File: src/common/ext_pkg.sv
/* Shared widths, address map and register offsets of the external subsystem.
   All memory accesses are full 32-bit words, so byte enables do not exist. */
package ext_pkg;

  localparam int ADDR_W      = 32;
  localparam int DATA_W      = 32;
  localparam int MEM_WORDS   = 1024;
  localparam int MEM_IDX_W   = 10;
  localparam int N_MASTERS   = 3;
  localparam int MASTER_ID_W = 2;
  localparam int MEM_LATENCY = 2;
  localparam int LEN_W       = 16;

  // Bus master ids, also the arbiter input index
  localparam logic [MASTER_ID_W-1:0] HOST_ID   = 2'd0;
  localparam logic [MASTER_ID_W-1:0] DMA_ID    = 2'd1;
  localparam logic [MASTER_ID_W-1:0] SCALER_ID = 2'd2;

  // Peripheral windows on the register bus
  localparam logic [ADDR_W-1:0] DMA_BASE    = 32'h0000_0000;
  localparam logic [ADDR_W-1:0] SCALER_BASE = 32'h0000_0100;
  localparam int PERIPH_SEL_LSB = 8;

  localparam logic [PERIPH_SEL_LSB-1:0] REG_SRC    = 8'h00;
  localparam logic [PERIPH_SEL_LSB-1:0] REG_DST    = 8'h04;
  localparam logic [PERIPH_SEL_LSB-1:0] REG_LEN    = 8'h08;
  localparam logic [PERIPH_SEL_LSB-1:0] REG_CTRL   = 8'h0C;
  localparam logic [PERIPH_SEL_LSB-1:0] REG_STATUS = 8'h10;
  localparam logic [PERIPH_SEL_LSB-1:0] REG_FACTOR = 8'h14;

  typedef enum logic [2:0] {IDLE, READ_REQ, READ_WAIT, WRITE_REQ, DONE} engine_state_e;

  typedef enum logic [1:0] {SEL_DMA, SEL_SCALER, SEL_NONE} periph_sel_e;

endpackage

File: src/common/mem_bus_if.sv
/* Request/grant/read-valid word bus. A read answers with one rvalid
   MEM_LATENCY cycles after its grant, a write answers with nothing. */
`timescale 1ns/1ps

interface mem_bus_if;

  logic                       req;
  logic                       we;
  logic [ext_pkg::ADDR_W-1:0] addr;
  logic [ext_pkg::DATA_W-1:0] wdata;
  logic                       gnt;
  logic                       rvalid;
  logic [ext_pkg::DATA_W-1:0] rdata;

  modport master (
    output req, we, addr, wdata,
    input  gnt, rvalid, rdata
  );

  modport slave (
    input  req, we, addr, wdata,
    output gnt, rvalid, rdata
  );

endinterface

File: src/dma/dma_copy_engine.sv
/* Word copy engine, one outstanding access at a time. A CTRL write while
   busy is dropped; done and the interrupt hold until the next start. */
`timescale 1ns/1ps

module dma_copy_engine (
  input  logic                               clk_i,
  input  logic                               rst_n_i,
  input  logic                               reg_sel_i,
  input  logic                               reg_write_i,
  input  logic [ext_pkg::PERIPH_SEL_LSB-1:0] reg_offset_i,
  input  logic [ext_pkg::DATA_W-1:0]         reg_wdata_i,
  output logic [ext_pkg::DATA_W-1:0]         reg_rdata_o,
  output logic                               done_irq_o,
  mem_bus_if.master                          mem
);

  ext_pkg::engine_state_e     state_q;
  logic [ext_pkg::ADDR_W-1:0] src_q, dst_q, rd_addr_q, wr_addr_q;
  logic [ext_pkg::LEN_W-1:0]  len_q, remain_q;
  logic [ext_pkg::DATA_W-1:0] buf_q;
  logic                       done_q;
  logic                       busy;
  logic                       wr_en;

  assign busy  = (state_q != ext_pkg::IDLE);
  assign wr_en = reg_sel_i && reg_write_i;

  always_ff @(posedge clk_i) begin
    if (wr_en && reg_offset_i == ext_pkg::REG_SRC) src_q <= reg_wdata_i;
    if (wr_en && reg_offset_i == ext_pkg::REG_DST) dst_q <= reg_wdata_i;
    if (wr_en && reg_offset_i == ext_pkg::REG_LEN) len_q <= reg_wdata_i[ext_pkg::LEN_W-1:0];
    if (state_q == ext_pkg::READ_WAIT && mem.rvalid) buf_q <= mem.rdata;
  end

  always_ff @(posedge clk_i) begin
    if (!rst_n_i) begin
      state_q <= ext_pkg::IDLE;
      done_q  <= 1'b0;
    end else begin
      case (state_q)
        ext_pkg::IDLE: if (wr_en && reg_offset_i == ext_pkg::REG_CTRL) begin
          done_q    <= 1'b0;
          rd_addr_q <= src_q;
          wr_addr_q <= dst_q;
          remain_q  <= len_q;
          state_q   <= (len_q == '0) ? ext_pkg::DONE : ext_pkg::READ_REQ;
        end
        ext_pkg::READ_REQ:  if (mem.gnt) state_q <= ext_pkg::READ_WAIT;
        ext_pkg::READ_WAIT: if (mem.rvalid) state_q <= ext_pkg::WRITE_REQ;
        ext_pkg::WRITE_REQ: if (mem.gnt) begin
          rd_addr_q <= rd_addr_q + 32'd4;
          wr_addr_q <= wr_addr_q + 32'd4;
          remain_q  <= remain_q - 1'b1;
          state_q   <= (remain_q == 1) ? ext_pkg::DONE : ext_pkg::READ_REQ;
        end
        default: begin
          done_q  <= 1'b1;
          state_q <= ext_pkg::IDLE;
        end
      endcase
    end
  end

  assign mem.req    = (state_q == ext_pkg::READ_REQ) || (state_q == ext_pkg::WRITE_REQ);
  assign mem.we     = (state_q == ext_pkg::WRITE_REQ);
  assign mem.addr   = mem.we ? wr_addr_q : rd_addr_q;
  assign mem.wdata  = buf_q;
  assign done_irq_o = done_q;

  always_comb begin
    case (reg_offset_i)
      ext_pkg::REG_SRC:    reg_rdata_o = src_q;
      ext_pkg::REG_DST:    reg_rdata_o = dst_q;
      ext_pkg::REG_LEN:    reg_rdata_o = {{(ext_pkg::DATA_W-ext_pkg::LEN_W){1'b0}}, len_q};
      ext_pkg::REG_STATUS: reg_rdata_o = {{(ext_pkg::DATA_W-2){1'b0}}, done_q, busy};
      default:             reg_rdata_o = '0;
    endcase
  end

endmodule

File: src/flat_wrapper.sv
// flat-port wrapper written by rule: the top's interface ports become plain ports
module dma_copy_engine_flat 
  (clk_i, rst_n_i, reg_sel_i, reg_write_i, reg_offset_i, reg_wdata_i, reg_rdata_o, done_irq_o, mem_req, mem_we, mem_addr, mem_wdata, mem_gnt, mem_rvalid, mem_rdata);
  mem_bus_if mem_i ();
  input  logic clk_i;
  input  logic rst_n_i;
  input  logic reg_sel_i;
  input  logic reg_write_i;
  input  logic [ext_pkg::PERIPH_SEL_LSB-1:0] reg_offset_i;
  input  logic [ext_pkg::DATA_W-1:0] reg_wdata_i;
  output logic [ext_pkg::DATA_W-1:0] reg_rdata_o;
  output logic done_irq_o;
  output wire logic [$bits(mem_i.req)-1:0] mem_req;
  output wire logic [$bits(mem_i.we)-1:0] mem_we;
  output wire logic [$bits(mem_i.addr)-1:0] mem_addr;
  output wire logic [$bits(mem_i.wdata)-1:0] mem_wdata;
  input wire logic [$bits(mem_i.gnt)-1:0] mem_gnt;
  input wire logic [$bits(mem_i.rvalid)-1:0] mem_rvalid;
  input wire logic [$bits(mem_i.rdata)-1:0] mem_rdata;
  assign mem_req = mem_i.req;
  assign mem_we = mem_i.we;
  assign mem_addr = mem_i.addr;
  assign mem_wdata = mem_i.wdata;
  assign mem_i.gnt = mem_gnt;
  assign mem_i.rvalid = mem_rvalid;
  assign mem_i.rdata = mem_rdata;
  dma_copy_engine u_core (.clk_i(clk_i), .rst_n_i(rst_n_i), .reg_sel_i(reg_sel_i), .reg_write_i(reg_write_i), .reg_offset_i(reg_offset_i), .reg_wdata_i(reg_wdata_i), .reg_rdata_o(reg_rdata_o), .done_irq_o(done_irq_o), .mem(mem_i));
endmodule
File: config.mk
export PLATFORM = sky130hd
export DESIGN_NAME = dma_copy_engine_flat
export DESIGN_NICKNAME = d
export VERILOG_FILES = /design/src/common/ext_pkg.sv /design/src/common/mem_bus_if.sv /design/src/dma/dma_copy_engine.sv /design/src/flat_wrapper.sv
export SDC_FILE = /design/constraint.sdc
export NUM_CORES = 1
export LEC_CHECK = 0
export ABC_AREA = 1
export BUFFER_PORTS_ARGS = -buffer_cell sky130_fd_sc_hd__clkbuf_2
export CORE_ASPECT_RATIO = 0.6
export CORE_MARGIN = 2
export CORE_UTILIZATION = 51
export CTS_CLUSTER_SIZE = 8
export DETAILED_ROUTE_END_ITERATION = 10
export PLACE_DENSITY = 0.77
export SYNTH_ARGS = -nofsm -noshare
export SYNTH_HDL_FRONTEND = slang
export SYNTH_SLANG_ARGS = --single-unit
File: constraint.sdc
create_clock -name clk_i -period 4.4 [get_ports clk_i]
set_input_delay 0.88 -clock clk_i [delete_from_list [all_inputs] [get_ports clk_i]]
set_output_delay 0.88 -clock clk_i [all_outputs]
set_load 0.01 [all_outputs]
==> results.toml <==
[route]
via_per_inst = 5.741
wl_met3_mm = 4.776
remaining_drc_errors = 0
dr.pass1.iters = 5
wl_met1_mm = 12.72
top_layer = "met4"
dr_total_vias = 8686
wire_per_inst_um = 19.50
ant_nets = 0
drtIter0Drc = 1278
wl_met2_mm = 11.49
routed_wl_mm = 29.51

[cells_and_area]
syn2layout_area_growth_pct = 17.79
final_cell_area_mm2 = 0.01165
drive_gt1_frac = 0.1981
fin_cells = 1513
antenna_cells = 0
utilization = 0.6124
nets = 1336

[setup_path]
critPathLaunchType = "flip-flop"
crit_path_end_kind = "output pin"
crit_chain = "inv_1, nor2_2, nand2_4, inv_2, buf_4, nand2_1, o21ai_0, clkbuf_2"
worst-path-max-fanout = 54
r2r_cells = 8
critPathSlowestCell = "inv_2"
cpPeakStageDelay_ps = 660
cp.required_ps = 3520
regToRegEndpoint = "u_core.wr_addr_q[15]"
cp_top_family = "buffers and inverters"
critPathBufInv = 4
crit_arrival_ps = 2740
reg2reg_slack_ps = 2000
timing_worst_setup_path_type = "flip-flop to output pin"
timing.rr.start = "u_core.state_q[0]"

[placed_design]
place_inst = 1481
place_ws_ps = 959.1
dpl_cell_area_mm2 = 0.01107
place.gp.congestion = 0.9139
dp_hpwl_mm = 22.10
numPortBuffers = 176

[timing]
hold_slack_ps = 514.2
finalSetupTns_ps = 0
finalCritPeriodShare = 0.8231
final_max_slew_viol_count = 0
max_freq_ghz = 0.2761
tightest_slew_ps = 782.9
finalSetupViolations = 0
worst_clock_skew_ps = 11.97
slew_headroom = 0.4780
period_needed_ps = 3622
hold_viol_final = 0
rsz0062_at_grt = "no"
timing.final.ws_setup_ps = 778.3

[clock_tree]
cts_tree = "built"
path_clk_slew_ps = 80
cts_buffers = 17
insertion_delay_ps = 440
cts.htree.levels = 4
cts_setup_buffers = 0
cts_hold_buf = 0
cts.sinks = 196
clockBufferDepth = 2
clockRootBuffer = "clkbuf_16"
cts_resized = 0

[global_route]
first_global_vias = 8029
overflow = 0
grt_max_degree = 77
gr-usage-all-layers = 0.2975
antenna_found_initial = 0
grt_pass1_wl_mm = 45.15

[yosys]
synth_edf_count = 192
ys_ff_latch = 196
synthesis.nets = 1159
synthAdderAreaFrac = 0.005059
synth_mux_area_frac = 0
ys_warn_count = 0
synthFlopType = "edfxtp_1"
synth-compound-area-share = 0.06488
synth.distinct_cells = 35
synth_xor_area_frac = 0.02302
yosys.area_share.simple = 0.2514
yosys.area.top_type_share = 0.5828
synth_area_leader_cell = "edfxtp_1"
postSynth.asyncResetShare = 0
syn_area_mm2 = 0.009893
synthCells = 1077
yosys-top-cells-area = "edfxtp_1 (58%), nand2_1 (12%), nand3_1 (4.9%)"
synth_top_family_by_area = "simple AND/OR/NAND/NOR gates"
avgSynthCellArea_um2 = 9.186
ys_seq_area_frac = 0.5909

[hold_path]
worstHoldPathCells = 2
hp-start = "u_core.done_irq_o"
whs_endpoint = "u_core.done_irq_o"
hold_class = "flip-flop to flip-flop"

[flow_run]
max_cap_viol_count = 0

[pwr]
irDropWorstVdd_mv = 0.2580
power_mw = 3.678
leakage_nw = 4.804
pwr_density_cell_mw_per_mm2 = 315.6

[floorplan]
die_x_um = 183.8
die_h_um = 111.9
start_util = 0.5199
design.die.area_mm2 = 0.02057
ios = 177
rows = 39
core_area_mm2 = 0.01903

[run_status]
status = "completed"
where the power goes:
group / internal (mW) / switching (mW) / total [mW]
clock network: 0.855 / 0.726 / 1.58
logic: 0.0287 / 0.0332 / 0.0618
registers: 2.03 / 0.000790 / 2.03
cell usage in the layout (no fill, tap or decap), types with 17 or more instances in the layout:
cell | netlist | final
clkbuf_16 | 0 | 17
clkbuf_2 | 0 | 176
edfxtp_1 | 192 | 192
inv_1 | 112 | 112
nand2_1 | 307 | 306
nand3_1 | 97 | 97
nor2_1 | 118 | 116
nor3_1 | 25 | 24
o21ai_0 | 42 | 42
o21ai_1 | 21 | 21
xor2_1 | 17 | 17
worst register-to-register path, delay by kind of cell, from the launching register on:
kind	cells	cell delay [ps]
buffers and inverters	3	1040
AOI/OAI and AO/OA	2	160
DFF	1	310
and+or+nand+nor	3	640
cells in the mapped netlist (all sizes together), types with 7 or more instances:
library cell and instances:
a21oi 15, buf 25, clkbuf 10, edfxtp 192
inv 120, nand2 310, nand3 99, nand4 15
nor2 124, nor3 29, o211ai 12, o21ai 63
o221ai 7, xnor2 9, xor2 17
logic make-up (layout without fill, tap and decap cells):
family / Yosys count / after routing
compound gates: 112 / 112
flops: 196 / 196
fa+ha+maj: 4 / 4
simple gates: 583 / 583
xor+xnor: 26 / 26
buf+inv: 156 / 346
metal layers:
metal / GRT usage / vias to the layer above
li1: - / 3992
met1: 0.4579 / 4059
met5: 0 / -
met2: 0.3864 / 595
met3: 0.1129 / 40
met4: 0.08427 / 0
sequential cells by signal, summed over array words and instances (netlist names):
signal	flops
u_core.mem.wdata	32
u_core.remain_q	16
u_core.wr_addr_q	32
u_core.dst_q	32
u_core.state_q	3
u_core.len_q	16
u_core.src_q	32
u_core.done_irq_o	1
u_core.rd_addr_q	32
final cells by class:
| type | count | area (um^2) |
|---|---|---|
| fillers | 1634 | 7377 |
| flip-flops and latches | 196 | 5846 |
| multi-input cells | 725 | 3430 |
| repair buffers | 193 | 1033 |
| inverters | 121 | 454.2 |
| clock buffers | 21 | 440.4 |
| well taps | 246 | 307.8 |
| clock inverters | 11 | 142.6 |
worst max-delay path by stage:
stage,start,endpoint,slack [ps],cells after the start
finish,u_core.state_q[0],mem_addr[9],780,8
global route,u_core.state_q[0],mem_addr[9],670,8
CTS,u_core.state_q[0],mem_addr[9],870,8
detailed placement,reg_offset_i[5],reg_rdata_o[7],960,7
global placement,reg_offset_i[5],reg_rdata_o[14],1000,7
floorplan,reg_offset_i[5],u_core.dst_q[0],140,6
Power figures use the tool's default switching activity.
