File: src/common/ext_pkg.sv
/* Shared widths, address map and register offsets of the external subsystem.
   All memory accesses are full 32-bit words, so byte enables do not exist. */
package ext_pkg;

  localparam int ADDR_W      = 32;
  localparam int DATA_W      = 32;
  localparam int MEM_WORDS   = 1024;
  localparam int MEM_IDX_W   = 10;
  localparam int N_MASTERS   = 3;
  localparam int MASTER_ID_W = 2;
  localparam int MEM_LATENCY = 2;
  localparam int LEN_W       = 16;

  // Bus master ids, also the arbiter input index
  localparam logic [MASTER_ID_W-1:0] HOST_ID   = 2'd0;
  localparam logic [MASTER_ID_W-1:0] DMA_ID    = 2'd1;
  localparam logic [MASTER_ID_W-1:0] SCALER_ID = 2'd2;

  // Peripheral windows on the register bus
  localparam logic [ADDR_W-1:0] DMA_BASE    = 32'h0000_0000;
  localparam logic [ADDR_W-1:0] SCALER_BASE = 32'h0000_0100;
  localparam int PERIPH_SEL_LSB = 8;

  localparam logic [PERIPH_SEL_LSB-1:0] REG_SRC    = 8'h00;
  localparam logic [PERIPH_SEL_LSB-1:0] REG_DST    = 8'h04;
  localparam logic [PERIPH_SEL_LSB-1:0] REG_LEN    = 8'h08;
  localparam logic [PERIPH_SEL_LSB-1:0] REG_CTRL   = 8'h0C;
  localparam logic [PERIPH_SEL_LSB-1:0] REG_STATUS = 8'h10;
  localparam logic [PERIPH_SEL_LSB-1:0] REG_FACTOR = 8'h14;

  typedef enum logic [2:0] {IDLE, READ_REQ, READ_WAIT, WRITE_REQ, DONE} engine_state_e;

  typedef enum logic [1:0] {SEL_DMA, SEL_SCALER, SEL_NONE} periph_sel_e;

endpackage

File: src/common/mem_bus_if.sv
/* Request/grant/read-valid word bus. A read answers with one rvalid
   MEM_LATENCY cycles after its grant, a write answers with nothing. */
`timescale 1ns/1ps

interface mem_bus_if;

  logic                       req;
  logic                       we;
  logic [ext_pkg::ADDR_W-1:0] addr;
  logic [ext_pkg::DATA_W-1:0] wdata;
  logic                       gnt;
  logic                       rvalid;
  logic [ext_pkg::DATA_W-1:0] rdata;

  modport master (
    output req, we, addr, wdata,
    input  gnt, rvalid, rdata
  );

  modport slave (
    input  req, we, addr, wdata,
    output gnt, rvalid, rdata
  );

endinterface

File: src/accel/vector_scaler.sv
/* Vector scaler: dst[i] = src[i] * FACTOR, low 32 bits kept. One access
   in flight at a time; completion and CTRL rules match the copy engine. */
`timescale 1ns/1ps

module vector_scaler (
  input  logic                               clk_i,
  input  logic                               rst_n_i,
  input  logic                               reg_sel_i,
  input  logic                               reg_write_i,
  input  logic [ext_pkg::PERIPH_SEL_LSB-1:0] reg_offset_i,
  input  logic [ext_pkg::DATA_W-1:0]         reg_wdata_i,
  output logic [ext_pkg::DATA_W-1:0]         reg_rdata_o,
  output logic                               done_irq_o,
  mem_bus_if.master                          mem
);

  ext_pkg::engine_state_e     state_q;
  logic [ext_pkg::ADDR_W-1:0] src_q, dst_q, rd_addr_q, wr_addr_q;
  logic [ext_pkg::LEN_W-1:0]  len_q, remain_q;
  logic [ext_pkg::DATA_W-1:0] factor_q, prod_q;
  logic                       done_q;
  logic                       busy;
  logic                       wr_en;

  assign busy  = (state_q != ext_pkg::IDLE);
  assign wr_en = reg_sel_i && reg_write_i;

  always_ff @(posedge clk_i) begin
    if (wr_en && reg_offset_i == ext_pkg::REG_SRC) src_q <= reg_wdata_i;
    if (wr_en && reg_offset_i == ext_pkg::REG_DST) dst_q <= reg_wdata_i;
    if (wr_en && reg_offset_i == ext_pkg::REG_LEN) len_q <= reg_wdata_i[ext_pkg::LEN_W-1:0];
    if (wr_en && reg_offset_i == ext_pkg::REG_FACTOR) factor_q <= reg_wdata_i;
    // Product taken as the word arrives
    if (state_q == ext_pkg::READ_WAIT && mem.rvalid) prod_q <= mem.rdata * factor_q;
  end

  always_ff @(posedge clk_i) begin
    if (!rst_n_i) begin
      state_q <= ext_pkg::IDLE;
      done_q  <= 1'b0;
    end else begin
      case (state_q)
        ext_pkg::IDLE: if (wr_en && reg_offset_i == ext_pkg::REG_CTRL) begin
          done_q    <= 1'b0;
          rd_addr_q <= src_q;
          wr_addr_q <= dst_q;
          remain_q  <= len_q;
          state_q   <= (len_q == '0) ? ext_pkg::DONE : ext_pkg::READ_REQ;
        end
        ext_pkg::READ_REQ:  if (mem.gnt) state_q <= ext_pkg::READ_WAIT;
        ext_pkg::READ_WAIT: if (mem.rvalid) state_q <= ext_pkg::WRITE_REQ;
        ext_pkg::WRITE_REQ: if (mem.gnt) begin
          rd_addr_q <= rd_addr_q + 32'd4;
          wr_addr_q <= wr_addr_q + 32'd4;
          remain_q  <= remain_q - 1'b1;
          state_q   <= (remain_q == 1) ? ext_pkg::DONE : ext_pkg::READ_REQ;
        end
        default: begin
          done_q  <= 1'b1;
          state_q <= ext_pkg::IDLE;
        end
      endcase
    end
  end

  assign mem.req    = (state_q == ext_pkg::READ_REQ) || (state_q == ext_pkg::WRITE_REQ);
  assign mem.we     = (state_q == ext_pkg::WRITE_REQ);
  assign mem.addr   = mem.we ? wr_addr_q : rd_addr_q;
  assign mem.wdata  = prod_q;
  assign done_irq_o = done_q;

  always_comb begin
    case (reg_offset_i)
      ext_pkg::REG_SRC:    reg_rdata_o = src_q;
      ext_pkg::REG_DST:    reg_rdata_o = dst_q;
      ext_pkg::REG_LEN:    reg_rdata_o = {{(ext_pkg::DATA_W-ext_pkg::LEN_W){1'b0}}, len_q};
      ext_pkg::REG_STATUS: reg_rdata_o = {{(ext_pkg::DATA_W-2){1'b0}}, done_q, busy};
      ext_pkg::REG_FACTOR: reg_rdata_o = factor_q;
      default:             reg_rdata_o = '0;
    endcase
  end

endmodule

File: src/flat_wrapper.sv
// flat-port wrapper written by rule: the top's interface ports become plain ports
module vector_scaler_flat 
  (clk_i, rst_n_i, reg_sel_i, reg_write_i, reg_offset_i, reg_wdata_i, reg_rdata_o, done_irq_o, mem_req, mem_we, mem_addr, mem_wdata, mem_gnt, mem_rvalid, mem_rdata);
  mem_bus_if mem_i ();
  input  logic clk_i;
  input  logic rst_n_i;
  input  logic reg_sel_i;
  input  logic reg_write_i;
  input  logic [ext_pkg::PERIPH_SEL_LSB-1:0] reg_offset_i;
  input  logic [ext_pkg::DATA_W-1:0] reg_wdata_i;
  output logic [ext_pkg::DATA_W-1:0] reg_rdata_o;
  output logic done_irq_o;
  output wire logic [$bits(mem_i.req)-1:0] mem_req;
  output wire logic [$bits(mem_i.we)-1:0] mem_we;
  output wire logic [$bits(mem_i.addr)-1:0] mem_addr;
  output wire logic [$bits(mem_i.wdata)-1:0] mem_wdata;
  input wire logic [$bits(mem_i.gnt)-1:0] mem_gnt;
  input wire logic [$bits(mem_i.rvalid)-1:0] mem_rvalid;
  input wire logic [$bits(mem_i.rdata)-1:0] mem_rdata;
  assign mem_req = mem_i.req;
  assign mem_we = mem_i.we;
  assign mem_addr = mem_i.addr;
  assign mem_wdata = mem_i.wdata;
  assign mem_i.gnt = mem_gnt;
  assign mem_i.rvalid = mem_rvalid;
  assign mem_i.rdata = mem_rdata;
  vector_scaler u_core (.clk_i(clk_i), .rst_n_i(rst_n_i), .reg_sel_i(reg_sel_i), .reg_write_i(reg_write_i), .reg_offset_i(reg_offset_i), .reg_wdata_i(reg_wdata_i), .reg_rdata_o(reg_rdata_o), .done_irq_o(done_irq_o), .mem(mem_i));
endmodule
File: config.mk
export PLATFORM = sky130hd
export DESIGN_NAME = vector_scaler_flat
export DESIGN_NICKNAME = d
export VERILOG_FILES = /design/src/common/ext_pkg.sv /design/src/common/mem_bus_if.sv /design/src/accel/vector_scaler.sv /design/src/flat_wrapper.sv
export SDC_FILE = /design/constraint.sdc
export NUM_CORES = 2
export LEC_CHECK = 0
export BUFFER_PORTS_ARGS = -buffer_cell sky130_fd_sc_hd__buf_2
export CAP_MARGIN = 20
export CORE_ASPECT_RATIO = 1.5
export CORE_MARGIN = 5
export CORE_UTILIZATION = 45
export CTS_CLUSTER_SIZE = 40
export DETAILED_ROUTE_END_ITERATION = 10
export PLACE_DENSITY = 0.59
export SKIP_CTS_REPAIR_TIMING = 1
export SLEW_MARGIN = 20
export SYNTH_ARGS = -nofsm -noshare
export SYNTH_HDL_FRONTEND = slang
export SYNTH_SLANG_ARGS = --single-unit
File: constraint.sdc
create_clock -name clk_i -period 9 [get_ports clk_i]
set_input_delay 1.35 -clock clk_i [delete_from_list [all_inputs] [get_ports clk_i]]
set_output_delay 1.35 -clock clk_i [all_outputs]
set_load 0.01 [all_outputs]
==> impl_metrics.yaml <==
floorplanning:
  core_um2: 57600
  die_area_um2: 62900
  top_level_ports: 177
  start_util_pct: 45.2
  fp.dieW_um: 206
  die_y_um: 305
  row_count: 108
sta:
  fin_skew_ns: 0.0173
  rsz0062_at_grt: "no"
  tightest_slew_ns: 1.09
  finalWorstPathRequiredPeriod_ns: 7.88
  max_clock_freq_ghz: 0.127
  slew_headroom_pct: 27.3
  slew_viol_final: 0
  setup_slack_ns: 1.12
  finalSetupViolCount: 0
  final-hold-violation-count: 0
  fin_tns_setup_ns: 0
  finalCritPeriodShare_pct: 87.5
grt:
  grt_start_max_net_pins: 96
  track_usage_pct: 24.3
  grt_pass1_wl_um: 118000
  antenna_found_initial: 6
  grt-ovfl-total: 0
  grt_pass1_vias: 20500
route:
  drtIter0Drc: 1155
  vias: 18800
  dr.pass1.iters: 6
  drc: 0
  via_per_inst: 5.34
  avgRoutedWirePerCell_um: 21.4
  routed_wl_um: 75300
  ant_nets: 0
clock_tree:
  cts_htree_levels: 1
  clk_latency_ns: 0.56
  clock-root-buffer: "clkbuf_16"
  clock-sinks: 228
  cts.path.max_buffers: 3
  clkTransAtPathRegs_ns: 0.07
  tritoncts: "built"
  numCtsBuffers: 25
synthesis:
  syn-instance-count: 2631
  async_flop_share_pct: 0
  synth_fp_nets: 3244
  syn_area_per_cell_um2: 9.89
  ys.flop_type: "edfxtp_1"
  yosys_warnings: 0
  syn_area_um2: 26000
  synth-seq-cells: 228
  yosysSeqAreaShare_pct: 26.1
  synth_edf_count: 224
  synth_cell_types: 60
placed_design:
  io_buffers: 176
  place_ws_ns: 0.557
  place_hpwl_um: 58800
  place.gp.congestion: 0.887
cells_and_area:
  area_growth_pct: 9.68
  nets: 3340
  fillers: 5405
  drive_gt1_share_pct: 10.5
  final_cell_mix: "472 x nand2_1, 409 x inv_1, 408 x fa_1"
  final_common_cell: "nand2_1"
power_and_ir_drop:
  max-vdd-ir-drop_uv: 607
  p_switching_mw: 5.01
  power.total_mw: 10.6
  internal_power_mw: 5.54
  sw_frac_of_total_pct: 47.5
  p_clk_share_pct: 10.7
  seq_power_share_pct: 14.6
  leakage_nw: 12.8
  combPwrFrac_pct: 74.7
  power_density_nw_per_um2: 370
worst_setup_path:
  end_kind: "register"
  required_ns: 9.30
  cp.arrival_ns: 8.18
  cp_max_fo: 20
  crit_path_start_kind: "input port"
  worstSetupPathType: "input port to register"
min_path:
  hp-class: "register to register"
outcome:
  status: "finished, final reports clean"
job:
  drv_cap: 0
[cell type report]
class	instances	area [um^2]	area share (%)
Inverter	410	1540	5.39
Clock buffer	26	629	2.20
Timing Repair Buffer	207	1140	4.01
Clock inverter	19	249	0.872
Sequential cell	228	6810	23.8
Tap cell	770	963	3.37
Antenna cell	5	12.5	0.0438
Multi-Input combinational cell	1855	17200	60.3
[sequential cells by signal (all words and copies together) (netlist names)]
| signal | count |
|---|---|
| u_core.mem.wdata | 32 |
| u_core.state_q | 3 |
| u_core.len_q | 16 |
| u_core.dst_q | 32 |
| u_core.wr_addr_q | 32 |
| u_core.done_irq_o | 1 |
| u_core.src_q | 32 |
| u_core.remain_q | 16 |
| u_core.rd_addr_q | 32 |
| u_core.factor_q | 32 |
[per-layer routing]
layer | track usage, % | vias up | part of all wire [%] | routed length (um)
li1 | - | 8406 | - | -
met1 | 27.4 | 9600 | 36 | 27000
met2 | 44.9 | 589 | 54 | 40600
met3 | 2.88 | 187 | 4.6 | 3500
met4 | 11.9 | 4 | 5.6 | 4250
met5 | 0 | - | 0.036 | 27
[cell usage after synthesis, drive strengths merged, types with 21 or more instances]
master | instances | area share (%)
nor2 | 69 | 1.0
fa | 408 | 31
nand2 | 474 | 6.8
clkbuf | 128 | 1.8
edfxtp | 224 | 26
inv | 409 | 5.9
o21ai | 80 | 1.5
xor2 | 58 | 2.0
ha | 127 | 6.1
nand3 | 21 | 0.40
a21oi | 36 | 0.69
and2 | 298 | 7.2
xnor2 | 94 | 3.2
[metrics by stage]
step	utilization [%]	cells	cell area [um^2]	hold slack [ns]
after floorplan	-	2631	26000	0.516
after global placement	48.0	3467	27600	0.524
after detailed placement	48.0	3467	27600	0.539
after CTS	49.5	3512	28500	0.538
after global routing	49.6	3516	28500	0.564
final	49.6	3520	28600	0.547
[power groups by stage]
stage | clock (mW) | sequential, mW | combinational (mW)
2_1_floorplan | 0 | 1.57 | 5.73
3_3_place_gp | 0 | 1.57 | 7.65
3_5_place_dp | 0 | 1.57 | 7.83
4_1_cts | 1.16 | 1.54 | 7.88
5_1_grt | 1.20 | 1.54 | 8.77
6_report | 1.13 | 1.54 | 7.88
[cell families after synthesis]
family / synth area share, %
AO/OA/AOI/OAI: 4.85
XOR/XNOR: 5.20
adder cells (fa/ha/maj): 37.5
buffers and inverters: 7.93
flip-flops: 26.1
multiplexers: 0.779
AND/OR/NAND/NOR: 17.6
[final timing paths]
| kind | start | to | slack, ns | cells past startpoint |
|---|---|---|---|---|
| max reg2reg | u_core.factor_q[2] | u_core.mem.wdata[31] | 1.17 | 22 |
| min | u_core.src_q[1] | u_core.rd_addr_q[1] | 0.55 | 1 |
| max | mem_rdata[12] | u_core.mem.wdata[31] | 1.12 | 22 |
| min reg2reg | u_core.src_q[1] | u_core.rd_addr_q[1] | 0.55 | 1 |
[worst max-delay path: stages]
cell and delay, ns:
buf_2 0.38, and2_1 0.22, fa_1 0.45, fa_1 0.50, fa_1 0.53, inv_1 0.05, fa_1 0.47, inv_1 0.05
fa_1 0.49, inv_1 0.05, fa_1 0.54, inv_1 0.05, fa_1 0.49, fa_1 0.42, ha_1 0.40, inv_1 0.10
nor3_1 0.32, nand4_1 0.18, o211ai_1 0.33, a31oi_1 0.24, a21oi_1 0.44, xnor2_1 0.13
Power figures use the tool's default switching activity.
