## src/common/ext_pkg.sv

```systemverilog
/* Shared widths, address map and register offsets of the external subsystem.
   All memory accesses are full 32-bit words, so byte enables do not exist. */
package ext_pkg;

  localparam int ADDR_W      = 32;
  localparam int DATA_W      = 32;
  localparam int MEM_WORDS   = 1024;
  localparam int MEM_IDX_W   = 10;
  localparam int N_MASTERS   = 3;
  localparam int MASTER_ID_W = 2;
  localparam int MEM_LATENCY = 2;
  localparam int LEN_W       = 16;

  // Bus master ids, also the arbiter input index
  localparam logic [MASTER_ID_W-1:0] HOST_ID   = 2'd0;
  localparam logic [MASTER_ID_W-1:0] DMA_ID    = 2'd1;
  localparam logic [MASTER_ID_W-1:0] SCALER_ID = 2'd2;

  // Peripheral windows on the register bus
  localparam logic [ADDR_W-1:0] DMA_BASE    = 32'h0000_0000;
  localparam logic [ADDR_W-1:0] SCALER_BASE = 32'h0000_0100;
  localparam int PERIPH_SEL_LSB = 8;

  localparam logic [PERIPH_SEL_LSB-1:0] REG_SRC    = 8'h00;
  localparam logic [PERIPH_SEL_LSB-1:0] REG_DST    = 8'h04;
  localparam logic [PERIPH_SEL_LSB-1:0] REG_LEN    = 8'h08;
  localparam logic [PERIPH_SEL_LSB-1:0] REG_CTRL   = 8'h0C;
  localparam logic [PERIPH_SEL_LSB-1:0] REG_STATUS = 8'h10;
  localparam logic [PERIPH_SEL_LSB-1:0] REG_FACTOR = 8'h14;

  typedef enum logic [2:0] {IDLE, READ_REQ, READ_WAIT, WRITE_REQ, DONE} engine_state_e;

  typedef enum logic [1:0] {SEL_DMA, SEL_SCALER, SEL_NONE} periph_sel_e;

endpackage

```

## src/periph_reg_demux.sv

```systemverilog
/* Register bus decoder. Address bits 8 and up pick the peripheral; an
   unmapped access returns zero data with reg_error_o in the same cycle. */
`timescale 1ns/1ps

module periph_reg_demux (
  input  logic                               reg_valid_i,
  input  logic                               reg_write_i,
  input  logic [ext_pkg::ADDR_W-1:0]         reg_addr_i,
  input  logic [ext_pkg::DATA_W-1:0]         reg_wdata_i,
  input  logic [ext_pkg::DATA_W-1:0]         dma_rdata_i,
  input  logic [ext_pkg::DATA_W-1:0]         scaler_rdata_i,
  output logic                               dma_sel_o,
  output logic                               scaler_sel_o,
  output logic                               reg_write_o,
  output logic [ext_pkg::PERIPH_SEL_LSB-1:0] reg_offset_o,
  output logic [ext_pkg::DATA_W-1:0]         reg_wdata_o,
  output logic [ext_pkg::DATA_W-1:0]         reg_rdata_o,
  output logic                               reg_error_o
);

  localparam int HI = ext_pkg::ADDR_W - 1;
  localparam int LO = ext_pkg::PERIPH_SEL_LSB;

  ext_pkg::periph_sel_e sel;

  always_comb begin
    if (reg_addr_i[HI:LO] == ext_pkg::DMA_BASE[HI:LO]) sel = ext_pkg::SEL_DMA;
    else if (reg_addr_i[HI:LO] == ext_pkg::SCALER_BASE[HI:LO]) sel = ext_pkg::SEL_SCALER;
    else sel = ext_pkg::SEL_NONE;
  end

  assign dma_sel_o    = reg_valid_i && (sel == ext_pkg::SEL_DMA);
  assign scaler_sel_o = reg_valid_i && (sel == ext_pkg::SEL_SCALER);
  assign reg_error_o  = reg_valid_i && (sel == ext_pkg::SEL_NONE);
  assign reg_write_o  = reg_write_i;
  assign reg_offset_o = reg_addr_i[LO-1:0];
  assign reg_wdata_o  = reg_wdata_i;

  always_comb begin
    case (sel)
      ext_pkg::SEL_DMA:    reg_rdata_o = dma_rdata_i;
      ext_pkg::SEL_SCALER: reg_rdata_o = scaler_rdata_i;
      default:             reg_rdata_o = '0;
    endcase
  end

endmodule

```

## config.mk

```make
export PLATFORM = sky130hd
export DESIGN_NAME = periph_reg_demux
export DESIGN_NICKNAME = d
export VERILOG_FILES = /design/src/common/ext_pkg.sv /design/src/periph_reg_demux.sv
export SDC_FILE = /design/constraint.sdc
export NUM_CORES = 1
export LEC_CHECK = 0
export ABC_AREA = 1
export BUFFER_PORTS_ARGS = -buffer_cell sky130_fd_sc_hd__buf_2
export CAP_MARGIN = 20
export CORE_AREA = 5 5 76 78
export DETAILED_ROUTE_END_ITERATION = 6
export DIE_AREA = 0 0 81 83
export PLACE_DENSITY = 0.71
export SLEW_MARGIN = 40
export SYNTH_ARGS = -nofsm -noshare
export SYNTH_HDL_FRONTEND = slang
export SYNTH_SLANG_ARGS = --single-unit
```

## constraint.sdc

```tcl
create_clock -name vclk -period 1.5
set_input_delay 0.3 -clock vclk [all_inputs]
set_output_delay 0.3 -clock vclk [all_outputs]
set_load 0.005 [all_outputs]
```

==> results of run 1 <==
## cells in the final DEF, fill, tap and decap left out
master / n
nand3_4: 1
nor2_1: 3
nand4_1: 64
buf_8: 2
buf_4: 1
nor3_2: 1
bufbuf_16: 1
nand2_2: 6
nand2_4: 2
buf_2: 105
inv_2: 1
nand2_1: 33
buf_12: 7
buf_6: 30
clkbuf_16: 8
buf_16: 1
nor2_4: 12
inv_1: 2
nor2_2: 5
## cell type report
| class | instances | area, µm² |
|---|---|---|
| timing repair buffer | 155 | 1300 |
| tap | 70 | 87.6 |
| multi-input combinational | 127 | 790 |
| fill | 535 | 2820 |
| inverter | 3 | 11.3 |
## layer usage
metal | GRT usage (%) | up-vias | part of all wire [%]
met3 | 1.84 | 16 | 9.5
met1 | 13.9 | 827 | 40
met5 | 0 | - | 0
li1 | - | 840 | -
met4 | 1.69 | 0 | 1.1
met2 | 21.5 | 108 | 49
## critical path, cell delays in order
cell and delay, ns:
buf_6 0.09, nor2_2 0.11, nand2_2 0.08, nor2_4 0.16, buf_6 0.17, clkbuf_16 0.15, nand4_1 0.08, nand2_1 0.08
buf_2 0.11
## metrics by stage
step	setup WS, ns	instances	hold WS (ns)	area [µm²]	TNS, ns
after CTS	-0.0964	336	0.600	1730	-2.40
final	-0.129	355	0.600	2190	-3.48
after floorplan	0.185	191	0.681	1130	0
after global placement	-0.0965	332	0.600	1540	-2.36
after detailed placement	-0.122	332	0.600	1540	-2.80
after global routing	-0.208	355	0.600	2190	-6.17
## cells by family after synthesis
kind of cell,share of synthesized area [%]
simple gates,58.6
buf+inv,41.4
## how the worst max path moves through the flow
stage	end	slack, ns	depth (start not counted)
floorplan	reg_rdata_o[0]	0.19	7
global placement	scaler_sel_o	-0.1	8
detailed placement	scaler_sel_o	-0.12	8
CTS	reg_rdata_o[30]	-0.1	9
global route	reg_rdata_o[7]	-0.21	9
finish	reg_rdata_o[30]	-0.13	9
## power by group
group	switching [mW]	total, mW	leakage (nW)	internal, mW
Combinational	0.0747	0.211	1.18	0.136
Sequential	0	0	0	0
Clock	0	0	0	0
Total	0.0747	0.211	1.18	0.136
## timing repair
item / in CTS / in global routing
pin swaps: 7 / 35
setup endpoints to repair: 35 / 35
setup buffers: 2 / 5
resized for setup: 24 / 39
cloned: 2 / 14
==> results_dict.tcl, run 1 <==
set metrics [dict create \
    slew_headroom_pct 88.1 \
    row_count 26 \
    drive_above_1_share_pct 64.2 \
    endpoint_kind "primary output" \
    yosysUniqueCellTypes 12 \
    place_congestion 0.756 \
    seqCellArea_um2 0 \
    hold_depth 0 \
    fp.coreArea_um2 5010 \
    grt_first_pass_wirelength_um 6690 \
    violations "setup timing" \
    yosysWarnings 0 \
    via_count 1791 \
    hp-start "reg_wdata_i[14]" \
    finalMaxSlewViolations 0 \
    synth_nets 321 \
    seq_cells 0 \
    critPathLaunchType "primary input" \
    utilization_pct 43.7 \
    drt-initial-drc-count 178 \
    crit_required_ns 1.20 \
    period_needed_ns 1.63 \
    cellLeakagePower_nw 1.18 \
    powerDensity_nw_per_um2 96.5 \
    drt-total-wl_um 5880 \
    hold_viol_final 0 \
    synth_common_cells "nand4_1, buf_4, nand2_1, nor2_1, buf_2" \
    ant_nets 0 \
    drc 0 \
    synth_top_cell_area_share_pct 35.5 \
    wl_per_cell_um 16.6 \
    status "finished, violations left" \
    pin_count 206 \
    initial_core_util_pct 22.5 \
    yosysSeqAreaShare_pct 0 \
    min_to "reg_wdata_o[14]" \
    die_h_um 83 \
    antenna_cells 0 \
    synthTopCellsByArea "nand4_1, buf_4, nand2_1, buf_6, nor2_1" \
    dieArea_um2 6720 \
    overflow 0 \
    fmax_mhz 614 \
    setup_ws_ns -0.129 \
    finalNetCount 417 \
    ir_drop_mv 0.0760 \
    yosysMostFrequentCell "nand4_1" \
    hold_class "primary input to primary output" \
    fin_crit_sh_pct 109 \
    grt_util_all_layers_pct 11.6 \
    numPortBuffers 124 \
    worstPathArrival_ns 1.33 \
    setup_viol 35 \
    grt_setup_unrepaired "yes" \
    worstMarginPinSlew_ns 0.178 \
    nClkBuffers 0 \
    crit_path_max_fanout 5 \
    grt_pass1_vias 1473 \
    startpoint "reg_addr_i[29]" \
    maxCapViolCount 0 \
    area.growth.synth_to_final_pct 94.0 \
    synth_cells 191 \
    die_width_um 81 \
    vias_per_cell 5.05 \
    postCtsHoldBufs 0 \
    grt_max_degree 43 \
    dpl.hpwl_um 3410 \
    yosys.area.top_type "nand4_1" \
    antenna_found_initial 0 \
    dr.pass1.iters 4 \
    postSynthAreaPerCell_um2 5.91 \
    power.total_mw 0.211 \
    synth_area_um2 1130 \
    critical_path_class "primary input to primary output" \
]
No activity file was read; power rests on OpenSTA's default activity.
==> run 2: changes to the inputs <==
CAP_MARGIN = default   (was 20)
GPL_TIMING_DRIVEN = 0   (was default)
==> run 2 against run 1 <==
- the run still ends with setup timing left
- sequential share of layout area stayed put
- critical path depth is 2 higher
- setup slack better by 0.012 ns
- utilization is 4.2 points higher
- fmax is 0.75% higher
- die area stayed put
- power is 50% higher
- count of clock-buffer cells in the layout stayed put
- routed wire length is 4.6% higher
- cell count is 25% higher
- worst hold slack better by 0.17 ns
- cell area is 9.5% higher
- critical path type unchanged
- largest cell class unchanged
==> results_dict.tcl, run 2 (synthesis results as in run 1) <==
set metrics [dict create \
    status "finished, violations left" \
    violations "setup timing" \
    fillers 547 \
    hold_class "primary input to primary output" \
    finalNonFillerCells 443 \
    fmax_mhz 619 \
    fin_area_um2 2400 \
    cellLeakagePower_nw 1.47 \
    dpl_cell_area_um2 2040 \
    seqCellArea_um2 0 \
    ant_nets 0 \
    setup_viol 35 \
    initial_core_util_pct 22.5 \
    die_width_um 81 \
    drc 0 \
    period_needed_ns 1.62 \
    worstMarginPinSlew_ns 0.178 \
    antenna_cells 0 \
    numPortBuffers 165 \
    drt-initial-drc-count 32 \
    hp-start "reg_wdata_i[16]" \
    slew_headroom_pct 88.1 \
    antenna_found_initial 0 \
    overflow 0 \
    nClkBuffers 0 \
    critical_path_class "primary input to primary output" \
    dr.pass1.iters 4 \
    dpl.hpwl_um 4810 \
    grt_first_pass_wirelength_um 9000 \
    startpoint "reg_addr_i[21]" \
    grt_util_all_layers_pct 15.8 \
    grt_setup_unrepaired "yes" \
    layout_common_cells "buf_2, nand4_1, buf_4" \
    ir_drop_mv 0.0960 \
    place_congestion 0.720 \
    drive_above_1_share_pct 70.8 \
    finalMaxSlewViolations 0 \
    crit_required_ns 1.20 \
    dp.cells 426 \
    fp.coreArea_um2 5010 \
    vias_per_cell 4.61 \
    setup_ws_ns -0.116 \
    endpoint_kind "primary output" \
    area.growth.synth_to_final_pct 113 \
    crit_path_max_fanout 4 \
    utilization_pct 47.9 \
    maxCapViolCount 0 \
    power.total_mw 0.318 \
    final_common_cell "buf_2" \
    grt_max_degree 11 \
    grt_pass1_vias 2029 \
    hold_viol_final 0 \
    multi_input_area_um2 737 \
    wl_per_cell_um 13.9 \
    worstPathArrival_ns 1.32 \
    drt-total-wl_um 6150 \
    row_count 26 \
    dieArea_um2 6720 \
    powerDensity_nw_per_um2 132 \
    critPathLaunchType "primary input" \
    die_h_um 83 \
    finalNetCount 505 \
    seq_cells 0 \
    pin_count 206 \
    fin_crit_sh_pct 108 \
    via_count 2044 \
]
-- run 2: changes by cell type in the layout (fill, tap and decap cells not counted), moves of 4 or more --
| cell | change |
|---|---|
| buf_2 | +56 |
| buf_4 | +53 |
| buf_6 | -9 |
| buf_12 | -7 |
| clkbuf_16 | -7 |
| nor2_4 | -5 |
| buf_8 | +4 |
-- run 2: worst max-delay path, cell delays in order --
cell and delay, ns:
buf_2 0.12, nor2_4 0.08, nand2_2 0.07, nor2_4 0.16, buf_6 0.12, buf_6 0.10
buf_6 0.09, nand3_2 0.06, nand2_1 0.07, nor2_1 0.03, buf_2 0.12
-- run 2: area by class of cell --
type	count	area share [%]
inverters	3	0.469
plain buffers	60	21.4
multi-input cells	127	30.7
well taps	70	3.65
repair buffers	183	43.7
-- run 2: path summary, 6_finish.rpt --
path	endpoint	depth (start not counted)
setup / recovery	reg_error_o	11
hold / removal	reg_wdata_o[16]	2
-- run 2: layer usage --
| metal | wire [µm] | track usage (%) | vias up |
|---|---|---|---|
| met3 | 582 | 1.95 | 4 |
| met2 | 3350 | 32.3 | 116 |
| li1 | - | - | 1009 |
| met1 | 2170 | 17.2 | 915 |
| met4 | 55 | 0.768 | 0 |
| met5 | 0 | 0 | - |
-- run 2: per-stage QoR --
| stage | hold WS [ns] | worst slack [ns] | setup TNS (ns) |
|---|---|---|---|
| final | 0.767 | -0.116 | -2.66 |
| after global routing | 0.771 | -0.210 | -6.06 |
| after CTS | 0.768 | -0.122 | -3.60 |
| after detailed placement | 0.768 | -0.206 | -5.62 |
| after global placement | 0.768 | -0.217 | -5.64 |
| after floorplan | 0.681 | 0.185 | 0 |
-- run 2: timing repair --
item / 4_1_cts / 5_1_grt
pin swaps: 7 / 31
buffers inserted: 6 / 5
endpoints found under the setup margin: 35 / 35
resized for setup: 26 / 34
gates cloned: 4 / 3
hold buffers: 0 / 0
-- run 2: power by group --
group / internal [mW] / switching, mW / total, mW / leakage [nW]
combinational: 0.214 / 0.104 / 0.318 / 1.47
sequential: 0 / 0 / 0 / 0
clock: 0 / 0 / 0 / 0
==> run 3: changes to the inputs <==
MAX_ROUTING_LAYER = met4   (was default)
==> run 3 against run 2 <==
- the flow still finishes with violations (setup timing)
- utilization grew 2.0 points
- critical path depth shrank 2
- critical endpoint is now reg_rdata_o[5]
- highest routed layer unchanged
- cell area grew 4.2%
==> results_dict.tcl, run 3 (synthesis results as in run 1) <==
set metrics [dict create \
    status "finished, violations left" \
    violations "setup timing" \
    die_width_um 81 \
    dp.cells 426 \
    fp.coreArea_um2 5010 \
    grt_max_degree 11 \
    pin_count 206 \
    setup_viol 35 \
    ir_drop_mv 0.0901 \
    dp_slack_ns -0.206 \
    finalNonFillerCells 446 \
    grt_use_met1_pct 17.5 \
    antenna_found_initial 0 \
    drive_above_1_share_pct 71.3 \
    via_count 2037 \
    numPortBuffers 165 \
    ant_nets 0 \
    drc 0 \
    seq_cells 0 \
    place_congestion 0.728 \
    critical_path_class "primary input to primary output" \
    nClkBuffers 0 \
    hold_class "primary input to primary output" \
    busiest_layer "met2" \
    fmax_mhz 608 \
    worstMarginPinSlew_ns 0.175 \
    cpMaxStageDelayCell "nor2_4" \
    die_h_um 83 \
    final_common_cell "buf_2" \
    maxCapViolCount 0 \
    period_needed_ns 1.64 \
    crit_chain "buf_6 > nor2_2 > nand2_1 > nor2_4 > buf_8 > buf_4 > nand4_1 > nand2_1 > buf_2" \
    cpPeakStageDelay_ns 0.17 \
    crit_required_ns 1.20 \
    worst_path_most_repeated_cell "nand2_1" \
    finalNetCount 508 \
    grt_pass1_vias 2029 \
    critPathLaunchType "primary input" \
    endpoint_kind "primary output" \
    dieArea_um2 6720 \
    crit_path_max_fanout 6 \
    drt-initial-drc-count 35 \
    layout_common_cells "buf_2, nand4_1, buf_4" \
    worstPathArrival_ns 1.34 \
    slew_headroom_pct 88.4 \
    antenna_cells 0 \
    vias_per_cell 4.57 \
    area.growth.synth_to_final_pct 122 \
    dr.pass1.iters 4 \
    grtUsageMet3_pct 1.41 \
    seqCellArea_um2 0 \
    use_met2_pct 32.3 \
    finalMaxSlewViolations 0 \
    grt_util_all_layers_pct 16.2 \
    drt-total-wl_um 6290 \
    powerDensity_nw_per_um2 130 \
    wl_per_cell_um 14.1 \
    initial_core_util_pct 22.5 \
    hold_viol_final 0 \
    grt_first_pass_wirelength_um 9000 \
    setup_ws_ns -0.144 \
    dpl.hpwl_um 4810 \
    grt_setup_unrepaired "yes" \
    cp_num_buf_inv 4 \
    fin_crit_sh_pct 110 \
    row_count 26 \
    cp_top_family "simple AND/OR/NAND/NOR gates" \
    cellLeakagePower_nw 1.51 \
    overflow 0 \
]
==> run 3: worst paths after layout <==
| check | start | to | slack, ns | depth (start not counted) |
|---|---|---|---|---|
| max | reg_addr_i[25] | reg_rdata_o[5] | -0.14 | 9 |
| min | reg_wdata_i[16] | reg_wdata_o[16] | 0.77 | 2 |
==> run 3: metal layers <==
metal | wire (µm) | up-vias
li1 | - | 1014
met1 | 2280 | 915
met2 | 3450 | 104
met3 | 511 | 4
met4 | 51 | 0
met5 | 0 | -
==> run 3: report_power, final <==
| group | internal [mW] | switching [mW] | total [mW] |
|---|---|---|---|
| Clock | 0 | 0 | 0 |
| Combinational | 0.221 | 0.105 | 0.326 |
| Sequential | 0 | 0 | 0 |
| Total | 0.221 | 0.105 | 0.326 |
==> run 3: final cells by class <==
class	count	area, µm²
multi-input cells	127	744
plain buffers	60	524
repair buffers	186	1130
fillers	528	2510
well taps	70	87.6
inverters	3	11.3
==> run 3: repair_timing <==
item / 4_1_cts / 5_1_grt
pin swaps: 7 / 43
setup buffers: 6 / 4
setup endpoints to repair: 35 / 35
gates cloned: 4 / 7
gates resized for setup: 26 / 35
hold buffers: 0 / 0
==> run 3: per-stage QoR <==
step           total power, mW  setup TNS [ns]  utilization [%]  hold slack, ns  instance area, µm²
3_3_place_gp             0.278           -5.64             40.8           0.768                2040
5_1_grt                  0.352           -7.14             49.9           0.771                2500
2_1_floorplan            0.110               0                -           0.681                1130
3_5_place_dp             0.282           -5.62             40.8           0.768                2040
6_report                 0.326           -4.05             49.9           0.767                2500
4_1_cts                  0.296           -3.60             44.0           0.768                2200
